--- src/rtl/esp_link_pkg.sv ---
package esp_link_pkg;

  // command codes as sent by the co-processor
  typedef enum logic [7:0] {
    get_cookie       = 8'd0,
    get_version      = 8'd15,
    set_screen_color = 8'd17,
    ptrs_rst         = 8'd20,
    z80_pause        = 8'd21,
    z80_resume       = 8'd22,
    set_led          = 8'd26,
    set_spi_ctrl_reg = 8'd29,
    set_spi_data     = 8'd30,
    get_spi_data     = 8'd31,
    set_esp_status   = 8'd32
  } cmd_e;

  // longest parameter list of any command
  localparam int MAX_PARAMS = 3;

  // one complete command, params[0] is the first byte received
  typedef struct packed {
    logic                         valid;
    cmd_e                         cmd;
    logic [MAX_PARAMS-1:0][7:0]   params;
  } cmd_action_t;

  // reply constants
  localparam logic [7:0] COOKIE        = 8'hAF;
  localparam logic [2:0] VERSION_MAJOR = 3'd0;
  localparam logic [4:0] VERSION_MINOR = 5'd3;

  // flash transfer timing
  localparam int FLASH_BIT_CYCLES  = 16;
  localparam int FLASH_XFER_CYCLES = 128;
  localparam int FLASH_CNT_W       = $clog2(FLASH_XFER_CYCLES);
  // counter bit that forms the flash sck
  localparam int FLASH_SCK_BIT     = $clog2(FLASH_BIT_CYCLES) - 1;

  // z80 reset pulse
  localparam int Z80_RST_CYCLES = 15;
  localparam int Z80_RST_CNT_W  = $clog2(Z80_RST_CYCLES + 1);

  localparam logic [23:0] SCREEN_COLOR_RESET = 24'hFFFFFF;

  typedef struct packed {
    logic red;
    logic green;
    logic blue;
  } led_t;

  // configuration flash pins
  typedef struct packed {
    logic cs_n;
    logic sck;
    logic si;
  } flash_pins_t;

endpackage

--- src/rtl/host_regs.sv ---
module host_regs (
  input  logic                      clk,
  input  logic                      cass_out_sel_n,
  input  esp_link_pkg::cmd_action_t action,
  input  logic                      cmd_unknown,
  input  byte                       flash_rx_byte,
  output byte                       tx_byte,
  output esp_link_pkg::led_t        led,
  output byte                       esp_status,
  output logic [23:0]               screen_rgb,
  output logic                      z80_paused,
  output logic                      z80_rst,
  output logic                      cmd_error
);

  import esp_link_pkg::*;

  logic [Z80_RST_CNT_W-1:0] rst_cnt;

  logic do_cmd;
  assign do_cmd = action.valid;

  always_ff @(posedge clk or negedge cass_out_sel_n) begin
    if (!cass_out_sel_n) begin
      led        <= '0;
      esp_status <= 8'd0;
      screen_rgb <= SCREEN_COLOR_RESET;
      z80_paused <= 1'b1;
      rst_cnt    <= '0;
      cmd_error  <= 1'b0;
    end else begin
      if (cmd_unknown) begin
        cmd_error <= 1'b1;
      end

      // reset pulse counts down to zero
      if (do_cmd && action.cmd == ptrs_rst) begin
        rst_cnt <= Z80_RST_CNT_W'(Z80_RST_CYCLES);
      end else if (rst_cnt != '0) begin
        rst_cnt <= rst_cnt - 1'b1;
      end

      if (do_cmd) begin
        case (action.cmd)
          set_led: begin
            led.red   <= action.params[0][0];
            led.green <= action.params[0][1];
            led.blue  <= action.params[0][2];
          end
          set_esp_status: esp_status <= action.params[0];
          // first byte lands in the top byte
          set_screen_color: screen_rgb <= {action.params[0], action.params[1],
                                           action.params[2]};
          z80_pause: z80_paused <= 1'b1;
          z80_resume,
          ptrs_rst: z80_paused <= 1'b0;
          default: ;
        endcase
      end
    end
  end

  assign z80_rst = (rst_cnt != '0);

  // reply register, read out during the next SPI byte
  always_ff @(posedge clk) begin
    if (do_cmd) begin
      case (action.cmd)
        get_cookie:   tx_byte <= COOKIE;
        get_version:  tx_byte <= {VERSION_MAJOR, VERSION_MINOR};
        get_spi_data: tx_byte <= flash_rx_byte;
        default: ;
      endcase
    end
  end

  // a running z80 reset pulse never meets a paused z80
  assert property (@(posedge clk) disable iff (!cass_out_sel_n)
    z80_rst |-> !z80_paused);

endmodule

--- config.mk ---
export PLATFORM = sky130hd
export DESIGN_NAME = host_regs
export DESIGN_NICKNAME = d
export VERILOG_FILES = /design/src/rtl/esp_link_pkg.sv /design/src/rtl/host_regs.sv
export SDC_FILE = /design/constraint.sdc
export NUM_CORES = 1
export LEC_CHECK = 0
export ABC_CLOCK_PERIOD_IN_PS = 4750
export BUFFER_PORTS_ARGS = -buffer_cell sky130_fd_sc_hd__clkbuf_2
export CORE_MARGIN = 2
export CORE_UTILIZATION = 35
export CTS_CLUSTER_DIAMETER = 200
export CTS_CLUSTER_SIZE = 24
export DETAILED_ROUTE_END_ITERATION = 16
export PLACE_DENSITY = 0.6
export SLEW_MARGIN = 20
export SYNTH_ARGS = -nofsm -noshare
export SYNTH_HDL_FRONTEND = slang
export SYNTH_SLANG_ARGS = --single-unit
export TNS_END_PERCENT = 100
--- constraint.sdc ---
create_clock -name clk -period 4.75 [get_ports clk]
set_clock_uncertainty 0.2 [all_clocks]
set_input_delay 0.475 -clock clk [delete_from_list [all_inputs] [get_ports clk]]
set_output_delay 0.475 -clock clk [all_outputs]
set_load 0.01 [all_outputs]
# Yosys cells after proc, flatten, opt, wreduce, memory -nomap -nowiden
# Index checks and enable logic that the tools add are counted.
# Widths: inputs -> output; s select.
# totals
ff_bits	49
wordCells	34
output_inout_bits	46
in_bits	44
# classes
mux	4
eq_ne	8
addsub	1
reduce_logical	12
# ops
cell	n
$eq 8x5->1 const B	6
$pmux 8 s3	1
$reduce_and 2->1	5
$eq 8x4->1 const B	1
$eq 8x6->1 const B	1
$logic_not 8->1	1
$mux 4	2
$reduce_bool 2->1	2
$reduce_bool 4->1	1
$sub 4x1->4 const B	1
$reduce_bool 3->1	1
$pmux 1 s2	1
$reduce_or 2->1	1
$logic_and 1x1->1	1

# Longest topological paths before layout
# logic_depth
ltp_word	4
mapped_depth	5

# Worst setup path before layout
# OpenSTA, ideal clock, no wires.
# synth_path
path_kind	input-to-reg
start	input action[29] in the netlist's numbering
end	register led[0] in the netlist's numbering
n_path_buf	0
path_stages	3
setup_ps	125
slack_ps	2573
arrival_ps	1852
cell_sequence	or4b_4 or4b_4 mux2_4
# synth_via
elab_chain_len	2
# synth_rtl
item	line_no	rtl
start: declaration	host_regs.sv:4	input esp_link_pkg::cmd_action_t action,
$eq 8x5->1	host_regs.sv:44	case (action.cmd)
$reduce_and 2->1 (no source line)	n/a	
end: declaration	host_regs.sv:8	output esp_link_pkg::led_t led,
# Every way passes these cells.
# A chain may end at the register's enable or synchronous reset.

# Worst setup path after layout
# layout_path
start	register rst_cnt[0]
end	output z80_rst
# layout_via
elab_chain_len	1
# layout_rtl
item	line_no	rtl
start: declaration	host_regs.sv:18	logic [Z80_RST_CNT_W-1:0] rst_cnt;
start signal: assignment	host_regs.sv:38	rst_cnt <= Z80_RST_CNT_W'(Z80_RST_CYCLES);
start signal: assignment	host_regs.sv:40	rst_cnt <= rst_cnt - 1'b1;
$reduce_bool 4->1	host_regs.sv:63	assign z80_rst = (rst_cnt != '0);
end: declaration	host_regs.sv:12	output logic z80_rst,
# Every way passes these cells.

==> impl_metrics.ini <==
[synthesis]
synth_top_family_by_area = multiplexers
synthDistinctLibCells = 32
synth-xor-area-share = 0.00425
synthArstFlopShare = 0.837
synth_compound_area_frac = 0.0133
synth_mux_area_frac = 0.207
yosysMostFrequentCell = mux2_2
ys_seq_area_frac = 0.629
synth-seq-cells = 49
synth-adder-area-share = 0.0121
synth_cells = 139
yosys.area.top_type_share = 0.319
synth-simple-area-share = 0.115
synthTopCellsByArea = dfstp_2 (32%), dfrtp_1 (19%), mux2_2 (17%)
syn_area_per_cell_um2 = 14.8
syn-cell-area_um2 = 2060
synth_top_area_cell = dfstp_2
syn_nets = 185
ys_warn_count = 0
ys_top_cells_by_count = mux2_2 (32), dfstp_2 (25), dfrtp_1 (16), nand2_1 (12), edfxtp_1 (8)
synth-edff-count = 8
ys.flop_type = dfstp_2

[finish]
fin_cells = 305
syn2layout_area_growth_pct = 29.2
fin_util = 0.475
nNetsFinal = 278
finish.instance_area_um2 = 2660
drive_gt1_frac = 0.704
n_antenna_cell = 0

[global_routing]
grt-ovfl-total = 0
track_usage = 0.135
grt_pass1_vias = 1419
grt_pass1_wl_um = 6640
grt_max_degree = 42
antenna_found_initial = 0

[cts]
clkSinkCount = 49
htreeDepth = 2
clkTransAtPathRegs_ns = 0.09
cts_root_buf = clkbuf_8
post_cts_resize_count = 0
clockBufferDepth = 2
cts_tree = built
numCtsBuffers = 5
clock_latency_ns = 0.29
cts_setup_buffers = 0
cts.hold.buffers_added = 0

[place]
postPlaceCellArea_um2 = 2570
place_inst = 297
place.port_buffers = 89
globalplace.congestion = 0.763
dp_hpwl_um = 3120
pre_cts_slack_ns = 2.10

[die]
start_util = 0.368
core_um2 = 5610
die_y_um = 80.8
io_pins = 90
dieArea_um2 = 6520
rows = 27
die_x_um = 80.8

[critical_path]
cpPeakStageDelay_ns = 0.50
cp-start-kind = register
critPathKind = reg2out
endpoint_kind = output pin
crit_chain = inv_1 -> ha_1 -> or3b_2 -> clkbuf_2
cp-startpoint = rst_cnt[0]
crit_path_top_delay_cell = or3b_2
required_ns = 4.07
worst_ep_arrival_time_ns = 1.65
r2r_start = rst_cnt[0]
cp_max_fo = 3

[timing]
drv_slew = 0
setup_viol = 0
tns_ns = 0
rsz0062_at_grt = false
setup_ws_ns = 2.43
worst_pin_slew_ns = 0.888
hold_viol = 0
fmax_mhz = 430
relSlewSlack = 0.408
fin_crit_sh = 0.489
fin_crit_ns = 2.32
fin_hold_ws_ns = 0.0948

[run]
drv_cap = 0

[drt]
vias_per_cell = 4.69
drt-total-wl_um = 4130
drt_first_pass_iters = 4
drtAntennaViolNets = 0
drc = 0
routedWlPerCell_um = 13.5
drtIter0Drc = 19
dr_total_vias = 1430

[run_status]
status = finished, final reports clean

[power]
p_leak_nw = 1.33
finalPower_uw = 893
irDropWorstVdd_mv = 0.158
power_density_nw_per_um2 = 335

[hold_path]
hp-class = in2async
-- placed cells by master (no fill, tap or decap), types with 3 or more instances in the layout --
master,count
mux2_2,32
dfrtp_1,16
clkbuf_8,6
nand2_1,12
nor2_1,6
inv_1,3
edfxtp_1,8
or3_2,3
mux2_4,3
dfstp_2,25
clkbuf_2,88
-- power by group --
group          internal, mW  switching [mW]  total [mW]
combinational        0.0806          0.0708       0.151
sequential            0.468          0.0223       0.490
clock                 0.119           0.132       0.251
total                 0.668           0.225       0.893
-- critical path, delay by kind of cell (launching register included) --
family	cells	cell delay, ns
buf+inv	2	0.25
flops	1	0.42
fa+ha+maj	1	0.18
simple gates	1	0.50
-- flip-flops by register name, indices dropped and copies added (netlist names) --
| name | count |
|---|---|
| esp_status | 8 |
| z80_paused | 1 |
| rst_cnt | 4 |
| screen_rgb | 24 |
| cmd_error | 1 |
| tx_byte | 8 |
| led | 3 |
-- cells by family (layout without fill, tap and decap cells) --
| group | Yosys count | count (layout) |
|---|---|---|
| flip-flops | 49 | 49 |
| AND/OR/NAND/NOR | 41 | 41 |
| multiplexers | 37 | 37 |
| buffers and inverters | 6 | 100 |
| AO/OA/AOI/OAI | 3 | 3 |
| adder cells (fa/ha/maj) | 2 | 2 |
| XOR/XNOR | 1 | 1 |
-- per-layer routing --
metal	up-vias	part of all wire	track usage
li1	679	-	-
met5	-	0	0
met2	50	0.49	0.223
met1	699	0.44	0.166
met3	2	0.071	0.0478
met4	0	0.0061	0.0407
-- worst paths after layout --
| path | to | slack, ns | cells after the start |
|---|---|---|---|
| setup / recovery | z80_rst | 2.43 | 4 |
| hold / removal | esp_status[4] | 0.09 | 1 |
| setup reg to reg | rst_cnt[1] | 2.95 | 5 |
| hold reg to reg | cmd_error | 0.27 | 1 |
| max in group asynchronous | led[2] | 3.70 | 1 |
| min in group clk | cmd_error | 0.16 | 2 |
-- area by class of cell --
cell class	instances	area, um2
clock buffers	7	86.3
clock inverters	1	6.26
fillers	537	2940
inverters	3	11.3
multi-input cells	84	727
flip-flops and latches	49	1300
well taps	72	90.1
repair buffers	89	445
Note: power is estimated with default switching activity, not from simulation.
