## src/rtl/esp_link_pkg.sv

```systemverilog
package esp_link_pkg;

  // command codes as sent by the co-processor
  typedef enum logic [7:0] {
    get_cookie       = 8'd0,
    get_version      = 8'd15,
    set_screen_color = 8'd17,
    ptrs_rst         = 8'd20,
    z80_pause        = 8'd21,
    z80_resume       = 8'd22,
    set_led          = 8'd26,
    set_spi_ctrl_reg = 8'd29,
    set_spi_data     = 8'd30,
    get_spi_data     = 8'd31,
    set_esp_status   = 8'd32
  } cmd_e;

  // longest parameter list of any command
  localparam int MAX_PARAMS = 3;

  // one complete command, params[0] is the first byte received
  typedef struct packed {
    logic                         valid;
    cmd_e                         cmd;
    logic [MAX_PARAMS-1:0][7:0]   params;
  } cmd_action_t;

  // reply constants
  localparam logic [7:0] COOKIE        = 8'hAF;
  localparam logic [2:0] VERSION_MAJOR = 3'd0;
  localparam logic [4:0] VERSION_MINOR = 5'd3;

  // flash transfer timing
  localparam int FLASH_BIT_CYCLES  = 16;
  localparam int FLASH_XFER_CYCLES = 128;
  localparam int FLASH_CNT_W       = $clog2(FLASH_XFER_CYCLES);
  // counter bit that forms the flash sck
  localparam int FLASH_SCK_BIT     = $clog2(FLASH_BIT_CYCLES) - 1;

  // z80 reset pulse
  localparam int Z80_RST_CYCLES = 15;
  localparam int Z80_RST_CNT_W  = $clog2(Z80_RST_CYCLES + 1);

  localparam logic [23:0] SCREEN_COLOR_RESET = 24'hFFFFFF;

  typedef struct packed {
    logic red;
    logic green;
    logic blue;
  } led_t;

  // configuration flash pins
  typedef struct packed {
    logic cs_n;
    logic sck;
    logic si;
  } flash_pins_t;

endpackage

```

## src/rtl/flash_spi_master.sv

```systemverilog
module flash_spi_master (
  input  logic                      clk,
  input  logic                      cass_out_sel_n,
  input  esp_link_pkg::cmd_action_t action,
  input  logic                      flash_so,
  output esp_link_pkg::flash_pins_t flash_pins,
  output byte                       flash_rx_byte
);

  import esp_link_pkg::*;

  // bit 7 of the control register selects the flash
  logic                   ctrl_cs;
  logic                   busy;
  logic [FLASH_CNT_W-1:0] xfer_cnt;
  logic [FLASH_SCK_BIT:0] phase;
  logic [7:0]             shift_reg;
  logic                   si_q;
  logic                   start;

  assign start = action.valid && action.cmd == set_spi_data && !busy;
  assign phase = xfer_cnt[FLASH_SCK_BIT:0];

  always_ff @(posedge clk or negedge cass_out_sel_n) begin
    if (!cass_out_sel_n) begin
      ctrl_cs  <= 1'b0;
      busy     <= 1'b0;
      xfer_cnt <= '0;
      si_q     <= 1'b0;
    end else begin
      if (action.valid && action.cmd == set_spi_ctrl_reg) begin
        ctrl_cs <= action.params[0][7];
      end

      if (start) begin
        busy     <= 1'b1;
        xfer_cnt <= '0;
      end else if (busy) begin
        xfer_cnt <= xfer_cnt + 1'b1;
        if (xfer_cnt == FLASH_CNT_W'(FLASH_XFER_CYCLES - 1)) begin
          busy <= 1'b0;
        end
        // next bit goes out as sck falls
        if (phase == '0) begin
          si_q <= shift_reg[7];
        end
      end
    end
  end

  // data shifter, result held until the next transfer
  always_ff @(posedge clk) begin
    if (start) begin
      shift_reg <= action.params[0];
    end else if (busy && phase == (FLASH_SCK_BIT + 1)'(FLASH_BIT_CYCLES / 2)) begin
      shift_reg <= {shift_reg[6:0], flash_so};
    end
  end

  assign flash_pins.cs_n = ~ctrl_cs;
  assign flash_pins.sck  = xfer_cnt[FLASH_SCK_BIT];
  assign flash_pins.si   = si_q;
  assign flash_rx_byte   = shift_reg;

  // counter wraps back to zero as a transfer ends
  assert property (@(posedge clk) disable iff (!cass_out_sel_n)
    !busy |-> !flash_pins.sck);

endmodule

```

## config.mk

```make
export PLATFORM = sky130hd
export DESIGN_NAME = flash_spi_master
export DESIGN_NICKNAME = d
export VERILOG_FILES = /design/src/rtl/esp_link_pkg.sv /design/src/rtl/flash_spi_master.sv
export SDC_FILE = /design/constraint.sdc
export NUM_CORES = 1
export LEC_CHECK = 0
export BUFFER_PORTS_ARGS = -buffer_cell sky130_fd_sc_hd__buf_2
export CAP_MARGIN = 10
export CORE_AREA = 2 2 55 57
export DETAILED_ROUTE_END_ITERATION = 12
export DIE_AREA = 0 0 57 59
export SLEW_MARGIN = 10
export SYNTH_ARGS = -nofsm -noshare
export SYNTH_HDL_FRONTEND = slang
export SYNTH_SLANG_ARGS = --single-unit
```

## constraint.sdc

```tcl
create_clock -name clk -period 4.8 [get_ports clk]
set_clock_uncertainty 0.15 [all_clocks]
set_input_delay 0 -clock clk [delete_from_list [all_inputs] [get_ports clk]]
set_output_delay 0 -clock clk [all_outputs]
set_load 0.02 [all_outputs]
```

* Word-level counts from Yosys, hierarchy flattened *
Cells that the tools add are included.
Widths: inputs -> output; s select.

operators by class
  $add $sub $neg = 1
  equality and inequality tests = 4
  mux-type cells = 7
  bitwise gates (word level) = 2
  reduce and logical (&&, ||, !) cells = 9

operators with widths
  operator             count
  $eq 8x5->1 const B   2
  $mux 8               2
  $mux 7               2
  $add 7x1->7 const B  1
  $eq 7x7->1 const B   1
  $eq 4x4->1 const B   1
  $logic_and 1x1->1    4
  $logic_not 4->1      1
  $reduce_bool 2->1    2
  $mux 1               3
  $reduce_and 3->1     1
  $not 1->1            2
  $logic_not 1->1      1

storage, ports and cells
  bits in registers = 18
  output and inout bits = 11

* Depth between registers and ports, before layout *
  depth in word-level cells = 5
  gate-level depth with buffers = 4
  depth with buffers taken out = 4

* Worst setup path after synthesis *
OpenSTA, ideal clock, no wires.

  path type = register to register
  start = register busy
  end = register shift_reg[0] (netlist: flash_rx_byte[0]), enable pin
  data arrival time = 1158 ps
  path slack = 3162 ps
  cell stages (with the launch flop) = 4
  period minus slack after synthesis = 1638 ps
  cells stage by stage = dfrtp_1 nor4_4 buf_6 a41o_1

on the way
  word-level cells in the longest chain between the ends = 3
  elaborated cells between the ends (all ways) = 4
  classes of those cells = reduce/logical (4)

RTL lines
  what                             RTL line                RTL
  from (decl)                      flash_spi_master.sv:14  logic busy;
  from (signal assigned)           flash_spi_master.sv:27  busy <= 1'b0;
  from (signal assigned)           flash_spi_master.sv:36  busy <= 1'b1;
  from (signal assigned)           flash_spi_master.sv:41  busy <= 1'b0;
  $logic_not 1->1                  flash_spi_master.sv:21  assign start = action.valid && action.cmd == set_spi_data && !busy;
  $logic_and 1x1->1                flash_spi_master.sv:21
  $reduce_bool 2->1 (no line) (*)  -
  to (signal assigned)             flash_spi_master.sv:54  shift_reg <= action.params[0];
  to (signal assigned)             flash_spi_master.sv:56  shift_reg <= {shift_reg[6:0], flash_so};
  to (decl)                        flash_spi_master.sv:17  logic [7:0] shift_reg;

Mark *: on every way between the ends. The rest lies on a longest branch, timed or not.
A chain may end at the register's enable or synchronous reset.

* Worst setup path after layout *
  start = register busy
  end = register shift_reg[0] (netlist: flash_rx_byte[0]) (data pin)

on the way
  word-level cells in the longest chain between the ends = 3

RTL lines
  what               RTL line                RTL
  $logic_not 1->1    flash_spi_master.sv:21
  $logic_and 1x1->1  flash_spi_master.sv:21
  $mux 8             flash_spi_master.sv:53  if (start) begin

Every way passes these cells.

==> results.ini <==
[outcome]
outcome = complete, no violations

[critical_path]
rrSetupSlack_ns = 2.13
reg2reg_from = busy
r2r-end = flash_rx_byte[0]
crit_path_end_kind = flip-flop
crit_required_ns = 4.70
path_max_fanout = 17
cp.arrival_ns = 2.57
path_class = reg2reg
start_kind = flip-flop
r2r_cells = 3

[clocking]
clk_latency_ns = 0.29
cts_setup_buffers = 0
ctsRootBufferMaster = clkbuf_4
cts_buffer_depth = 2
clock_sinks = 18
cts_tree = built
clkTransAtPathRegs_ns = 0.10
numCtsBuffers = 3
htreeDepth = 1

[yosys]
ys_seq_area_frac = 0.519
yosysMostFrequentCell = dfrtp_1
synth_seq_cells = 18
syn-cell-area_sq_um = 946
yosysTopAreaCell = dfrtp_1
synth_flop_cell = dfrtp_1
synthArstFlopShare = 0.556
synthTopCellsByCount = dfrtp_1 (10), edfxtp_1 (8), mux2_1 (7)
ys_warn_count = 0
syn_avg_cell_area_sq_um = 12.6
syn_inst = 75
syn-num-nets = 113
yosys.area.top_type_share = 0.265
ys_types = 31
synth_area_leaders = dfrtp_1 (26%), edfxtp_1 (25%), mux2_1 (8.3%)
synth_edf_count = 8

[drt]
wl_per_cell_um = 13.0
wirelength_um = 1920
drtIter0Drc = 9
via_per_inst = 5.01
ant_nets = 0
drc = 0
dr_total_vias = 742
firstDrtPassIters = 4

[floorplan]
io_pins = 47
initial_core_util = 0.349
fp-row-count = 19
dieArea_sq_mm = 0.00336
dieHeight_um = 59
core_area_sq_mm = 0.00271
dieWidth_um = 57

[timing]
worst_slack_ns = 2.13
worst_pin_slew_ns = 0.737
rsz0062_at_grt = no
setup_viol = 0
final.setup.tns_ns = 0
max_slew_margin = 0.505
period_share = 0.556
fin_crit_ns = 2.67
hold_viol_final = 0
drv_slew = 0
max_freq_mhz = 375

[min_path]
hold_class = in2reg
worstHoldStart = action[28]
min_to = xfer_cnt[4]
holdPathStages = 4

[placement]
gp_congestion = 0.775
dpl.hpwl_um = 1330
pre_cts_slack_ns = 2.51
io_buffers = 30

[global_route]
grt_pass1_wl_um = 3260
track_usage = 0.125
grt_pass1_vias = 726
grt_overflow = 0
grt_max_degree = 18
antenna_found_initial = 0

[final_layout]
syn_to_final_growth_pct = 32.1
drive_gt1_frac = 0.342
fillers = 269
fin_nets = 156
num_antenna_cells = 0
utilization = 0.461

[power]
p_per_area_mw_per_mm2 = 344
totalPowerFinal_uw = 429
peakVddDrop_mv = 0.170
cellLeakagePower_nw = 0.526

[run]
cap_violations = 0

## cell type report
class / instances / area [sq um] / area share
Clock inverter: 1 / 3.75 / 0.00300
Clock buffer: 3 / 22.5 / 0.0180
Inverter: 5 / 18.8 / 0.0150
Tap cell: 31 / 38.8 / 0.0310
Timing Repair Buffer: 42 / 270 / 0.216
Multi-Input combinational cell: 48 / 405 / 0.324
Sequential cell: 18 / 490 / 0.392
## worst max path at each step
stage                     slack (ns)  startpoint                to  depth (start not counted)
final                           2.13        busy  flash_rx_byte[0]                          3
after global routing            2.01        busy  flash_rx_byte[0]                          3
after CTS                       2.09        busy  flash_rx_byte[0]                          3
after detailed placement        2.51        busy  flash_rx_byte[3]                          2
after global placement          2.61        busy  flash_rx_byte[0]                          2
after floorplan                 3.16        busy  flash_rx_byte[0]                          3
## critical path, stage by stage, from the launching register on
cell and delay [ns]:
dfrtp_1 0.59, nor4_4 0.76, mux2_1 0.37, dlygate4sd3_1 0.55
## per-layer routing
| metal | up-vias | wire length [um] | global-route usage |
|---|---|---|---|
| li1 | 361 | - | - |
| met1 | 349 | 856 | 0.142 |
| met2 | 28 | 914 | 0.233 |
| met3 | 4 | 112 | 0.0218 |
| met4 | 0 | 36 | 0.0498 |
| met5 | - | 0 | 0 |
## per-stage QoR
step	cell area (sq um)	hold slack, ns	std cells
3_5_place_dp	1100	-0.276	132
2_1_floorplan	946	-0.446	75
5_1_grt	1250	0.0769	148
3_3_place_gp	1100	-0.275	132
6_report	1250	0.0356	148
4_1_cts	1250	0.0364	148
## state kept, by name, summed over array words and instances (netlist names)
signal,count
xfer_cnt,7
flash_rx_byte,8
busy,1
ctrl_cs,1
si_q,1
## power breakdown
| part | total (mW) | internal (mW) | switching, mW | leakage [nW] |
|---|---|---|---|---|
| Clock | 0.0780 | 0.0302 | 0.0477 | 0.0154 |
| Sequential | 0.238 | 0.195 | 0.0425 | 0.197 |
| Combinational | 0.114 | 0.0566 | 0.0574 | 0.314 |
## what timing repair did
action	in CTS	in global routing
hold buffers	12	0
hold endpoints to repair	19	0
gates resized for setup	0	0
## cells in the final DEF, fill, tap and decap left out, drive strengths merged, types with 3 or more instances in the layout
cell type,synthesis,routed
dfrtp,10,10
nand3,3,3
nand2,6,6
buf,4,30
inv,5,5
dlygate4sd3,0,12
mux2,10,10
nand2b,4,4
clkbuf,0,3
o21ai,4,4
edfxtp,8,8
## cells by family after synthesis
group / synth area share
AO/OA/AOI/OAI: 0.0767
AND/OR/NAND/NOR: 0.188
flip-flops: 0.519
multiplexers: 0.119
adder cells (fa/ha/maj): 0.0265
buffers and inverters: 0.0529
XOR/XNOR: 0.0185
Note: power is estimated with default switching activity, not from simulation.
