$ cat config.mk
export PLATFORM = sky130hd
export DESIGN_NAME = cmd_parser
export DESIGN_NICKNAME = d
export VERILOG_FILES = /design/src/rtl/esp_link_pkg.sv /design/src/rtl/cmd_parser.sv
export SDC_FILE = /design/constraint.sdc
export NUM_CORES = 1
export LEC_CHECK = 0
export BUFFER_PORTS_ARGS = -buffer_cell sky130_fd_sc_hd__buf_2
export CAP_MARGIN = 10
export CORE_UTILIZATION = 50
export CTS_CLUSTER_SIZE = 14
export DETAILED_ROUTE_END_ITERATION = 8
export GPL_TIMING_DRIVEN = 0
export PLACE_DENSITY = 0.76
export SYNTH_ARGS = -nofsm -noshare
export SYNTH_HDL_FRONTEND = slang
export SYNTH_SLANG_ARGS = --single-unit
export TNS_END_PERCENT = 5
$ cat constraint.sdc
create_clock -name clk -period 3 [get_ports clk]
set_clock_uncertainty 0.1 [all_clocks]
set_input_delay 0.6 -clock clk [delete_from_list [all_inputs] [get_ports clk]]
set_output_delay 0.6 -clock clk [all_outputs]
set_load 0.02 [all_outputs]
$ cat src/rtl/esp_link_pkg.sv
package esp_link_pkg;

  // command codes as sent by the co-processor
  typedef enum logic [7:0] {
    get_cookie       = 8'd0,
    get_version      = 8'd15,
    set_screen_color = 8'd17,
    ptrs_rst         = 8'd20,
    z80_pause        = 8'd21,
    z80_resume       = 8'd22,
    set_led          = 8'd26,
    set_spi_ctrl_reg = 8'd29,
    set_spi_data     = 8'd30,
    get_spi_data     = 8'd31,
    set_esp_status   = 8'd32
  } cmd_e;

  // longest parameter list of any command
  localparam int MAX_PARAMS = 3;

  // one complete command, params[0] is the first byte received
  typedef struct packed {
    logic                         valid;
    cmd_e                         cmd;
    logic [MAX_PARAMS-1:0][7:0]   params;
  } cmd_action_t;

  // reply constants
  localparam logic [7:0] COOKIE        = 8'hAF;
  localparam logic [2:0] VERSION_MAJOR = 3'd0;
  localparam logic [4:0] VERSION_MINOR = 5'd3;

  // flash transfer timing
  localparam int FLASH_BIT_CYCLES  = 16;
  localparam int FLASH_XFER_CYCLES = 128;
  localparam int FLASH_CNT_W       = $clog2(FLASH_XFER_CYCLES);
  // counter bit that forms the flash sck
  localparam int FLASH_SCK_BIT     = $clog2(FLASH_BIT_CYCLES) - 1;

  // z80 reset pulse
  localparam int Z80_RST_CYCLES = 15;
  localparam int Z80_RST_CNT_W  = $clog2(Z80_RST_CYCLES + 1);

  localparam logic [23:0] SCREEN_COLOR_RESET = 24'hFFFFFF;

  typedef struct packed {
    logic red;
    logic green;
    logic blue;
  } led_t;

  // configuration flash pins
  typedef struct packed {
    logic cs_n;
    logic sck;
    logic si;
  } flash_pins_t;

endpackage

$ cat src/rtl/cmd_parser.sv
module cmd_parser (
  input  logic                      clk,
  input  logic                      cass_out_sel_n,
  input  logic                      byte_valid,
  input  byte                       rx_byte,
  output esp_link_pkg::cmd_action_t action,
  output logic                      cmd_unknown
);

  import esp_link_pkg::*;

  typedef enum logic {
    idle,
    read_params
  } state_e;

  state_e     state;
  logic [1:0] n_params;
  logic [1:0] idx;

  // lookup for the incoming command byte
  logic       lut_known;
  logic [1:0] lut_params;

  always_comb begin
    lut_known  = 1'b1;
    lut_params = 2'd0;
    case (cmd_e'(rx_byte))
      get_cookie,
      get_version,
      get_spi_data,
      ptrs_rst,
      z80_pause,
      z80_resume: lut_params = 2'd0;
      set_led,
      set_esp_status,
      set_spi_ctrl_reg,
      set_spi_data: lut_params = 2'd1;
      set_screen_color: lut_params = 2'd3;
      default: lut_known = 1'b0;
    endcase
  end

  always_ff @(posedge clk or negedge cass_out_sel_n) begin
    if (!cass_out_sel_n) begin
      state       <= idle;
      n_params    <= 2'd0;
      idx         <= 2'd0;
      action      <= '0;
      cmd_unknown <= 1'b0;
    end else begin
      action.valid <= 1'b0;
      cmd_unknown  <= 1'b0;
      if (byte_valid) begin
        case (state)
          idle: begin
            idx <= 2'd0;
            if (!lut_known) begin
              // sticky error is kept downstream
              cmd_unknown <= 1'b1;
            end else begin
              action.cmd <= cmd_e'(rx_byte);
              n_params   <= lut_params;
              if (lut_params == 2'd0) begin
                action.valid <= 1'b1;
              end else begin
                state <= read_params;
              end
            end
          end
          read_params: begin
            action.params[idx] <= rx_byte;
            idx                <= idx + 2'd1;
            // last parameter fires the action
            if (idx == n_params - 2'd1) begin
              action.valid <= 1'b1;
              state        <= idle;
            end
          end
          default: state <= idle;
        endcase
      end
    end
  end

  // one strobe per command, even with back-to-back bytes
  assert property (@(posedge clk) disable iff (!cass_out_sel_n)
    action.valid |=> !action.valid);

endmodule

; ---- Yosys cells after proc, flatten, opt, wreduce, memory -nomap -nowiden
; Index checks and enable logic that the tools add are counted.
; W data, S select, Z words.
[op_classes]
bitwise = 1
n_lt_le_gt_ge = 2
addsub = 2
muxes = 20
n_reduce_logical = 7
n_eq_ne = 11
[ops]
columns = op, count
row1 = $eq A8 B5 Y1 const B, 8
row2 = $mux W33, 1
row3 = $bwmux W24, 1
row4 = $mux W24, 1
row5 = $demux W8 S2, 1
row6 = $mux W8, 2
row7 = $reduce_or A11 Y1, 1
row8 = $mux W1, 9
row9 = $mux W9, 1
row10 = $eq A8 B4 Y1 const B, 1
row11 = $eq A8 B6 Y1 const B, 1
row12 = $logic_not A8 Y1, 1
row13 = $pmux W2 S2, 2
row14 = $pmux W1 S2, 2
row15 = $reduce_or A4 Y1, 1
row16 = $lt A2 B3 Y1 const B, 1
row17 = $reduce_and A3 Y1, 1
row18 = $add A2 B1 Y2 const B, 1
row19 = $eq A2 B2 Y1, 1
row20 = $ge A2 B1 Y1 const B, 1
row21 = $logic_not A2 Y1, 1
row22 = $reduce_and A2 Y1, 1
row23 = $sub A2 B1 Y2 const B, 1
row24 = $logic_and A1 B1 Y1, 1
row25 = $not A1 Y1, 1
[word_totals]
out_inout_bits = 34
input_bits = 11
regBits = 39

; ---- Longest topological paths before layout
; Gate-level depths: netlist of the first run.
[logic_depth]
depth_word = 8
ltp_mapped = 7
mapped_depth_nobuf = 5

; ---- Worst setup path after synthesis of the first run
; Ideal clock, no wire load.
[synth_path]
path_kind = input to register
start = input port rx_byte[4] (netlist name)
end = register action[24] (netlist name)
path_slack_ns = 0.932
setup_time_ns = 0.125
arrival_ns = 1.843
stages = 7
path_cell_list = buf_2 -> nor2b_1 -> mux2_4 -> a21oi_2 -> nor2b_2 -> buf_6 -> mux2_4
[synth_via]
elab_chain_len = 4
word_cells_on_any_way = 14
[synth_rtl]
columns = element, line
row1 = from (decl), cmd_parser.sv:5  ; input byte rx_byte,
row2 = "$eq A8 B5 Y1, or another cell as far along", cmd_parser.sv:28  ; case (cmd_e'(rx_byte))
row3 = $reduce_or A11 Y1 (no line) (*), -
row4 = $mux W1 (*), cmd_parser.sv:28
row5 = $reduce_and A3 Y1 (no line) (*), -
row6 = to (decl), cmd_parser.sv:6  ; output esp_link_pkg::cmd_action_t action,
; Every way passes the cells marked *; elsewhere a longest branch is shown, timed or not.
; A chain may end at the register's enable or synchronous reset.

; ---- Worst setup path after layout of the first run
[layout_path]
start = input port rx_byte[0] (netlist name)
end = register action[28] (netlist name)
; The elaborated chain is that of the path after synthesis.

==> results.json, run 1 <==
{
  "synth-seq-cells": 39,
  "rsz0062_at_grt": "no",
  "place.gp.congestion": 0.742,
  "cp-end-kind": "flip-flop",
  "cts.path.max_buffers": 2,
  "ctsRootBufferMaster": "clkbuf_4",
  "grt_pass1_wl_mm": 5.38,
  "hpwl_mm": 2.37,
  "h-tree-depth": 2,
  "start_util_pct": 54.3,
  "std_cell_rows": 20,
  "critical_path.max_fanout": 10,
  "coreArea_um2": 3150,
  "grt_max_degree": 40,
  "netlist_area_um2": 1710,
  "period_needed_ns": 1.92,
  "worst_slew_pin_slew_ns": 0.835,
  "antenna_found_initial": 0,
  "clk_pin_slew_worst_paths_ns": 0.11,
  "syn_inst": 127,
  "ctsResizeCount": 0,
  "port_buffers": 42,
  "grt_usage_pct": 20.6,
  "cts_tree": "yes",
  "slew_headroom_pct": 44.3,
  "worst_path_most_repeated_cell": "mux2_4",
  "p_total_mw": 1.46,
  "overflow": 0,
  "drv_cap": 0,
  "status": "complete, no violations",
  "cp-start-kind": "primary input",
  "route.detailed.drc": 0,
  "pin_count": 45,
  "cts_buffers": 5,
  "path_delay_family": "multiplexers",
  "setup.worst_path.start": "rx_byte[0]",
  "r2r_slack_ns": 1.15,
  "powerDensity_nw_per_um2": 717,
  "final_max_slew_viol_count": 0,
  "yosysSeqAreaShare_pct": 57.0,
  "drive_gt1_share_pct": 51.1,
  "setup_viol": 0,
  "r2r_end": "action[28]",
  "drtAntennaViolNets": 0,
  "p_leak_nw": 1.10,
  "area_growth_pct": 18.8,
  "tns_ns": 0,
  "die_w_um": 60.5,
  "wirelength_mm": 3.28,
  "cts_setup_buffers": 0,
  "antenna_cells": 0,
  "synth_cell_types": 31,
  "routedWlPerCell_um": 14.9,
  "vias": 1140,
  "drt_iter0_markers": 33,
  "hold_viol": 0,
  "fp.dieArea_um2": 3660,
  "ir_drop_v": 0.000456,
  "worstSkewPairLatency_ns": 0.35,
  "cp_slowest_cell": "mux2_4",
  "fmax_mhz": 522,
  "cts-hold-fix-buffers": 0,
  "mostFrequentLayoutCell": "buf_2",
  "first_pass_iters": 4,
  "grt_pass1_vias": 1155,
  "die_h_um": 60.5,
  "hold_class": "in2async",
  "cts_sinks": 39,
  "max_stage_delay_ns": 0.31,
  "worst_r2r_path_depth": 7,
  "nNetsFinal": 190,
  "ys_warn_count": 0,
  "period_share_pct": 63.8,
  "worst_ep_arrival_time_ns": 2.06,
  "final_cell_mix": "44 x buf_2, 39 x dfrtp_1, 21 x mux2_2, 7 x o21ai_0",
  "r2r_start": "state",
  "syn_area_per_cell_um2": 13.5,
  "syn_nets": 141,
  "path_buf_inv": 3,
  "via_per_inst": 5.18,
  "required_ns": 3.14,
  "worstSetupPathType": "in2reg",
  "crit_chain": "buf_2 -> buf_4 -> nand2_1 -> mux2_4 -> a21oi_2 -> nor2b_2 -> buf_6 -> mux2_4"
}
## per-layer routing
layer	GRT usage (%)	vias up	share of wire [%]
li1	-	544	-
met1	26.4	552	43
met2	32.3	40	50
met3	8.32	4	6.2
met4	6.49	0	0.70
met5	0	-	0
## layout make-up
cell class                 instances  area (um2)
buffer                             5        36.3
clock buffer                       6        51.3
clock inverter                     1        5.00
fill                             270        1120
inverter                           3        11.3
multi-input combinational         80         688
sequential                        39         976
tap                               44        55.1
timing repair buffer              42         210
## logic make-up (layout without fill, tap and decap cells)
group / count (synthesis) / in the layout / share of synthesized area (%)
simple gates: 33 / 33 / 11.8
compound gates: 16 / 16 / 6.58
fa+ha+maj: 3 / 3 / 2.19
flops: 39 / 39 / 57.0
mux: 27 / 27 / 19.1
xor+xnor: 1 / 1 / 0.512
buf+inv: 8 / 57 / 2.78
## metrics by stage
step	setup WS (ns)	utilization (%)	instances	instance area (um2)	hold WS, ns
finish	1.08	64.5	220	2030	0.241
global route	1.05	64.5	220	2030	0.304
CTS	1.08	64.5	220	2030	0.267
detailed placement	0.709	62.7	213	1980	0.374
global placement	0.721	62.7	213	1980	0.375
floorplan	0.932	-	127	1710	0.204
## worst register-to-register path: cells and delay by family (launching register included)
family                 cells  cell delay, ns
AND/OR/NAND/NOR            3            0.61
flip-flops                 1            0.38
buffers and inverters      2            0.32
multiplexers               1            0.29
AO/OA/AOI/OAI              1            0.05
## how the worst max path moves through the flow
stage	depth (start not counted)	slack, ns	endpoint
floorplan	7	0.93	action[24]
global placement	8	0.72	action[27]
detailed placement	8	0.71	action[28]
CTS	8	1.08	action[28]
global route	8	1.05	action[26]
finish	8	1.08	action[28]
## where the power goes
part / total, mW / switching (mW) / internal (mW)
Combinational: 0.472 / 0.274 / 0.198
Clock: 0.273 / 0.164 / 0.109
Sequential: 0.713 / 0.0639 / 0.649
## synth_stat cells
| library cell | number | area share [%] |
|---|---|---|
| a21o_2 | 2 | 1.0 |
| a21oi_2 | 2 | 1.0 |
| a22oi_1 | 1 | 0.44 |
| a2bb2oi_1 | 1 | 0.51 |
| a32o_1 | 1 | 0.58 |
| and2_2 | 2 | 0.88 |
| and3_1 | 3 | 1.1 |
| and3b_1 | 2 | 1.0 |
| and4_1 | 1 | 0.51 |
| buf_2 | 2 | 0.58 |
| buf_4 | 2 | 0.88 |
| buf_6 | 1 | 0.66 |
| dfrtp_1 | 39 | 57 |
| ha_1 | 3 | 2.2 |
| inv_1 | 3 | 0.66 |
| mux2_2 | 21 | 14 |
| mux2_4 | 6 | 5.3 |
| nand2_1 | 6 | 1.3 |
| nand2b_1 | 1 | 0.37 |
| nand3_1 | 6 | 1.8 |
| nor2_1 | 3 | 0.66 |
| nor2b_1 | 4 | 1.5 |
| nor2b_2 | 1 | 0.51 |
| nor3_1 | 1 | 0.29 |
| nor3_2 | 1 | 0.58 |
| nor3_4 | 1 | 0.95 |
| nor3b_1 | 1 | 0.44 |
| o2111ai_1 | 1 | 0.51 |
| o211ai_1 | 1 | 0.44 |
| o21ai_0 | 7 | 2.0 |
| xnor2_1 | 1 | 0.51 |
Power figures use the tool's default switching activity.
==> inputs of run 2 (changes only) <==
--- a/config.mk
+++ b/config.mk
@@ -5,6 +5,7 @@
 export SDC_FILE = /design/constraint.sdc
 export NUM_CORES = 1
 export LEC_CHECK = 0
+export ABC_AREA = 1
 export BUFFER_PORTS_ARGS = -buffer_cell sky130_fd_sc_hd__buf_2
 export CAP_MARGIN = 10
 export CORE_UTILIZATION = 50
==> constraint.sdc (replaced) <==
create_clock -name clk -period 1.8 [get_ports clk]
set_clock_uncertainty 0.1 [all_clocks]
set_input_delay 0.36 -clock clk [delete_from_list [all_inputs] [get_ports clk]]
set_output_delay 0.36 -clock clk [all_outputs]
set_load 0.02 [all_outputs]
==> run 2 against run 1 <==
  * Largest cell class unchanged
  * Wire length rose by 6.3%
  * Synthesized cell count rose by 57%
  * Sequential share of layout area fell by 1.3 points
  * Setup slack got worse by 0.96 ns
  * Core utilization rose by 1.8 points
  * Sequential power rose by 70%
  * Via count rose by 25%
  * Cell area rose by 2.8%
  * Final cell count rose by 34%
  * Clock power rose to 2.7 times the previous value
  * Register-to-register slack got worse by 1.0 ns
  * The flow now finishes with violations (negative hold slack)
==> results.json, run 2 <==
{
  "port_buffers": 44,
  "synth_top_area_share_pct": 56.9,
  "cts_tree": "yes",
  "powerDensity_nw_per_um2": 1300,
  "cts_buffers": 5,
  "path_delay_family": "buffers and inverters",
  "overflow": 0,
  "die_w_um": 60.6,
  "hold_class": "in2async",
  "drv_cap": 0,
  "cp-end-kind": "flip-flop",
  "netlist_area_um2": 1710,
  "worst_r2r_path_depth": 5,
  "critical_path.max_fanout": 10,
  "r2r_start": "idx[0]",
  "period_needed_ns": 1.68,
  "final_cell_mix": "72 x nand2_1, 45 x buf_2, 39 x dfrtp_1, 29 x o21ai_0, 19 x inv_1",
  "worstSetupPathType": "reg2reg",
  "via_per_inst": 4.82,
  "area_growth_pct": 22.0,
  "wirelength_mm": 3.48,
  "drtAntennaViolNets": 0,
  "grt_max_degree": 40,
  "cp_slowest_cell": "dfrtp_1",
  "grt_pass1_wl_mm": 5.98,
  "max_stage_delay_ns": 0.41,
  "final_util_pct": 66.3,
  "drt_iter0_markers": 82,
  "worstSkewPairLatency_ns": 0.36,
  "synth_common_cells": "72 x nand2_1, 39 x dfrtp_1, 29 x o21ai_0",
  "ctsRootBufferMaster": "clkbuf_4",
  "std_cell_rows": 20,
  "cts.path.max_buffers": 2,
  "hpwl_mm": 2.50,
  "grt_usage_pct": 23.0,
  "grt_pass1_vias": 1294,
  "start_util_pct": 54.4,
  "mostFrequentLayoutCell": "nand2_1",
  "synthArstFlopShare_pct": 100,
  "routedWlPerCell_um": 11.8,
  "die_h_um": 60.6,
  "synth_edf_count": 0,
  "clk_pin_slew_worst_paths_ns": 0.13,
  "ys_warn_count": 0,
  "vias": 1421,
  "nNetsFinal": 264,
  "syn_area_per_cell_um2": 8.57,
  "ctsResizeCount": 0,
  "period_share_pct": 93.2,
  "rsz0062_at_grt": "no",
  "p_leak_nw": 1.19,
  "antenna_cells": 0,
  "holdWs_ns": -0.0181,
  "crit_chain": "inv_1 -> ha_1 -> nand2_1 -> clkbuf_1 -> o21ai_0",
  "synth_cell_types": 20,
  "path_depth": 5,
  "syn_nets": 214,
  "antenna_found_initial": 0,
  "yosysMostFrequentCell": "nand2_1",
  "status": "finished, violations left",
  "syn_inst": 200,
  "cts_setup_buffers": 0,
  "place.gp.congestion": 0.839,
  "h-tree-depth": 2,
  "yosysSeqAreaShare_pct": 56.9,
  "cts_sinks": 39,
  "synth_area_leader_cell": "dfrtp_1",
  "ir_drop_v": 0.000756,
  "worst_slew_pin_slew_ns": 0.825,
  "fp.dieArea_um2": 3670,
  "worst_ep_arrival_time_ns": 1.80,
  "drive_gt1_share_pct": 24.7,
  "cts-hold-fix-buffers": 0,
  "synth_flop_cell": "dfrtp_1",
  "fmax_mhz": 596,
  "first_pass_iters": 4,
  "r2r_slack_ns": 0.12,
  "setup.worst_path.start": "idx[0]",
  "pin_count": 45,
  "tns_ns": 0,
  "path_buf_inv": 2,
  "synth.area.top_cells": "dfrtp_1 57%, nand2_1 16%, o21ai_0 8.5%, inv_1 4.2%, nand3_1 2.9%",
  "cp-start-kind": "flip-flop",
  "required_ns": 1.92,
  "synth-seq-cells": 39,
  "setup_viol": 0,
  "route.detailed.drc": 0,
  "final_max_slew_viol_count": 0,
  "slew_headroom_pct": 45.0,
  "coreArea_um2": 3150,
  "hold_viol": 17,
  "violations": "negative hold slack"
}
## run 2: power by group
part | switching, mW | internal (mW) | leakage [nW]
Sequential | 0.119 | 1.09 | 0.519
Combinational | 0.520 | 0.259 | 0.624
Clock | 0.299 | 0.432 | 0.0514
## run 2: logic make-up (layout without fill, tap and decap cells)
kind of cell | Yosys count | count (layout) | synth area share, %
buffers and inverters | 25 | 76 | 5.98
flip-flops | 39 | 39 | 56.9
XOR/XNOR | 1 | 1 | 0.511
AND/OR/NAND/NOR | 99 | 99 | 23.9
adder cells (fa/ha/maj) | 3 | 3 | 2.19
AO/OA/AOI/OAI | 33 | 33 | 10.5
## run 2: worst register-to-register path: stages (launching register included)
cell and delay, ns:
dfrtp_1 0.41, inv_1 0.11, ha_1 0.21, nand2_1 0.19
clkbuf_1 0.36, o21ai_0 0.17
## run 2: how the worst min path moves through the flow
stage                            end
final                      async pin
after global routing       async pin
after CTS                  async pin
after detailed placement  action[24]
after global placement    action[27]
after floorplan            async pin
## run 2: layout make-up
| cell class | count | area (um2) |
|---|---|---|
| fillers | 288 | 1060 |
| clock inverters | 3 | 67.6 |
| repair buffers | 44 | 220 |
| flip-flops and latches | 39 | 976 |
| plain buffers | 4 | 23.8 |
| well taps | 44 | 55.1 |
| inverters | 20 | 75.1 |
| multi-input cells | 136 | 636 |
| clock buffers | 5 | 37.5 |
## run 2: routing by layer
layer | GRT usage, % | up-vias | wire [um]
met3 | 4.69 | 8 | 118
li1 | - | 729 | -
met4 | 12.3 | 0 | 77
met2 | 33.8 | 32 | 1610
met1 | 32.1 | 652 | 1680
met5 | 0 | - | 0
## run 2: metrics by stage
step | hold WS [ns] | std cells | area (um2) | setup WS [ns] | power (mW)
after global routing | 0.0307 | 295 | 2090 | 0.00887 | 2.89
after global placement | 0.350 | 288 | 1990 | 0.177 | 1.99
after CTS | 0.0125 | 296 | 2090 | 0.144 | 2.73
after floorplan | -0.0356 | 200 | 1710 | 0.437 | 1.71
final | -0.0181 | 295 | 2090 | 0.122 | 2.72
after detailed placement | 0.353 | 288 | 1990 | 0.148 | 2.01
==> inputs of run 3 (changes only) <==
--- a/config.mk
+++ b/config.mk
@@ -9,6 +9,7 @@
 export BUFFER_PORTS_ARGS = -buffer_cell sky130_fd_sc_hd__buf_2
 export CAP_MARGIN = 10
 export CORE_UTILIZATION = 50
+export CTS_BUF_LIST = sky130_fd_sc_hd__clkbuf_8
 export CTS_CLUSTER_SIZE = 14
 export DETAILED_ROUTE_END_ITERATION = 8
 export GPL_TIMING_DRIVEN = 0
==> run 3 against run 2 <==
  * The run now ends clean
  * Sequential share of layout area shrank 0.69 points
  * First-iteration DRC count shrank 17%
  * Power grew 4.9%
  * Clock-buffer cell count is the same
  * Maximum frequency grew 0.63%
  * Critical path type unchanged
  * Highest routed layer unchanged
  * Critical path depth is the same
  * Non-clock buffer count is the same
  * Cell area grew 1.5%
  * Sequential power is essentially flat
  * Clock power grew 18%
  * Via count shrank 0.49%
  * Largest cell class unchanged
  * Setup slack gained 0.010 ns
==> results.json, run 3 (same netlist as run 2, synthesis figures left out) <==
{
  "grt_pass1_vias": 1325,
  "std_cell_rows": 20,
  "final_util_pct": 67.3,
  "worst_ep_arrival_time_ns": 1.72,
  "nNetsFinal": 264,
  "p_total_mw": 2.85,
  "p_leak_nw": 1.21,
  "port_buffers": 44,
  "fin_ws_ns": 0.132,
  "setup_viol": 0,
  "cp-end-kind": "flip-flop",
  "critical_path.max_fanout": 10,
  "drive_gt1_share_pct": 24.7,
  "multi_input_area_um2": 636,
  "pin_count": 45,
  "status": "complete, no violations",
  "fmax_mhz": 600,
  "final_max_slew_viol_count": 0,
  "wirelength_mm": 3.50,
  "mostFrequentLayoutCell": "nand2_1",
  "cts_sinks": 39,
  "max_stage_delay_ns": 0.40,
  "clk_pin_slew_worst_paths_ns": 0.08,
  "coreArea_um2": 3150,
  "vias": 1414,
  "hold_class": "in2async",
  "final_cell_mix": "72 x nand2_1, 45 x buf_2, 39 x dfrtp_1, 29 x o21ai_0, 19 x inv_1",
  "drtAntennaViolNets": 0,
  "drt_iter0_markers": 68,
  "period_share_pct": 92.7,
  "worstSetupPathType": "reg2reg",
  "rsz0062_at_grt": "no",
  "antenna_cells": 0,
  "cts_setup_buffers": 0,
  "cts.path.max_buffers": 2,
  "period_needed_ns": 1.67,
  "cts_tree": "yes",
  "via_per_inst": 4.79,
  "regArea_um2": 976,
  "grt_usage_pct": 22.9,
  "hpwl_mm": 2.50,
  "cp-start-kind": "flip-flop",
  "h-tree-depth": 2,
  "cts-hold-fix-buffers": 0,
  "worst_slew_pin_slew_ns": 0.828,
  "worstSkewPairLatency_ns": 0.29,
  "overflow": 0,
  "die_h_um": 60.6,
  "grt_max_degree": 40,
  "slew_headroom_pct": 44.8,
  "required_ns": 1.86,
  "area_growth_pct": 23.8,
  "start_util_pct": 54.4,
  "powerDensity_nw_per_um2": 1340,
  "ir_drop_v": 0.000755,
  "ctsRootBufferMaster": "clkbuf_8",
  "tns_ns": 0,
  "route.detailed.drc": 0,
  "routedWlPerCell_um": 11.9,
  "hold_viol": 0,
  "pre_cts_slack_ns": 0.148,
  "fp.dieArea_um2": 3670,
  "crit_chain": "inv_1 -> ha_1 -> nand2_1 -> clkbuf_1 -> o21ai_0",
  "drv_cap": 0,
  "cp_slowest_cell": "dfrtp_1",
  "place.gp.congestion": 0.839,
  "cts_buffers": 5,
  "ctsResizeCount": 0,
  "first_pass_iters": 4,
  "antenna_found_initial": 0,
  "grt_pass1_wl_mm": 6.04,
  "die_w_um": 60.6,
  "fillers": 279
}
run 3: cell counts in the layout (fill, tap and decap cells not counted):
No cell type changed its count.
run 3: per-stage QoR:
step	hold slack (ns)	cells	cell area [um2]
2_1_floorplan	-0.0356	200	1710
3_3_place_gp	0.350	288	1990
3_5_place_dp	0.353	288	1990
4_1_cts	0.0866	296	2130
5_1_grt	0.126	295	2120
6_report	0.0585	295	2120
run 3: power breakdown:
part	internal, mW	switching, mW	leakage [nW]
logic	0.259	0.521	0.624
clock network	0.553	0.310	0.0644
registers	1.09	0.116	0.519
run 3: final cells by class:
type | instances | area share, %
Sequential cell | 39 | 46.0
Multi-Input combinational cell | 136 | 30.0
Inverter | 20 | 3.54
Timing Repair Buffer | 44 | 10.4
Clock inverter | 3 | 3.18
Tap cell | 44 | 2.59
Clock buffer | 5 | 3.24
Buffer | 4 | 1.12
run 3: path summary, 6_finish.rpt:
| path | from | slack (ns) | depth (start not counted) | to |
|---|---|---|---|---|
| min in group clk | byte_valid | 0.23 | 2 | idx[1] |
| worst max register to register | idx[0] | 0.13 | 5 | flip-flop |
| worst min register to register | action[26] | 0.37 | 2 | action[26] |
| worst max-delay path | idx[0] | 0.13 | 5 | flip-flop |
| max in group asynchronous | cass_out_sel_n | 1.01 | 1 | action[26] |
| worst min-delay path | cass_out_sel_n | 0.06 | 1 | async pin |
run 3: layer usage:
metal	track usage (%)	routed length (um)	vias up
li1	-	-	726
met1	32.2	1680	649
met2	34.4	1630	33
met3	4.69	131	6
met4	10.4	59	0
met5	0	0	-
run 3: worst max-delay path: cells and delay by family (launching register included):
kind,cells,cell delay (ns)
simple gates,1,0.20
compound gates,1,0.16
buf+inv,2,0.46
flops,1,0.40
fa+ha+maj,1,0.21
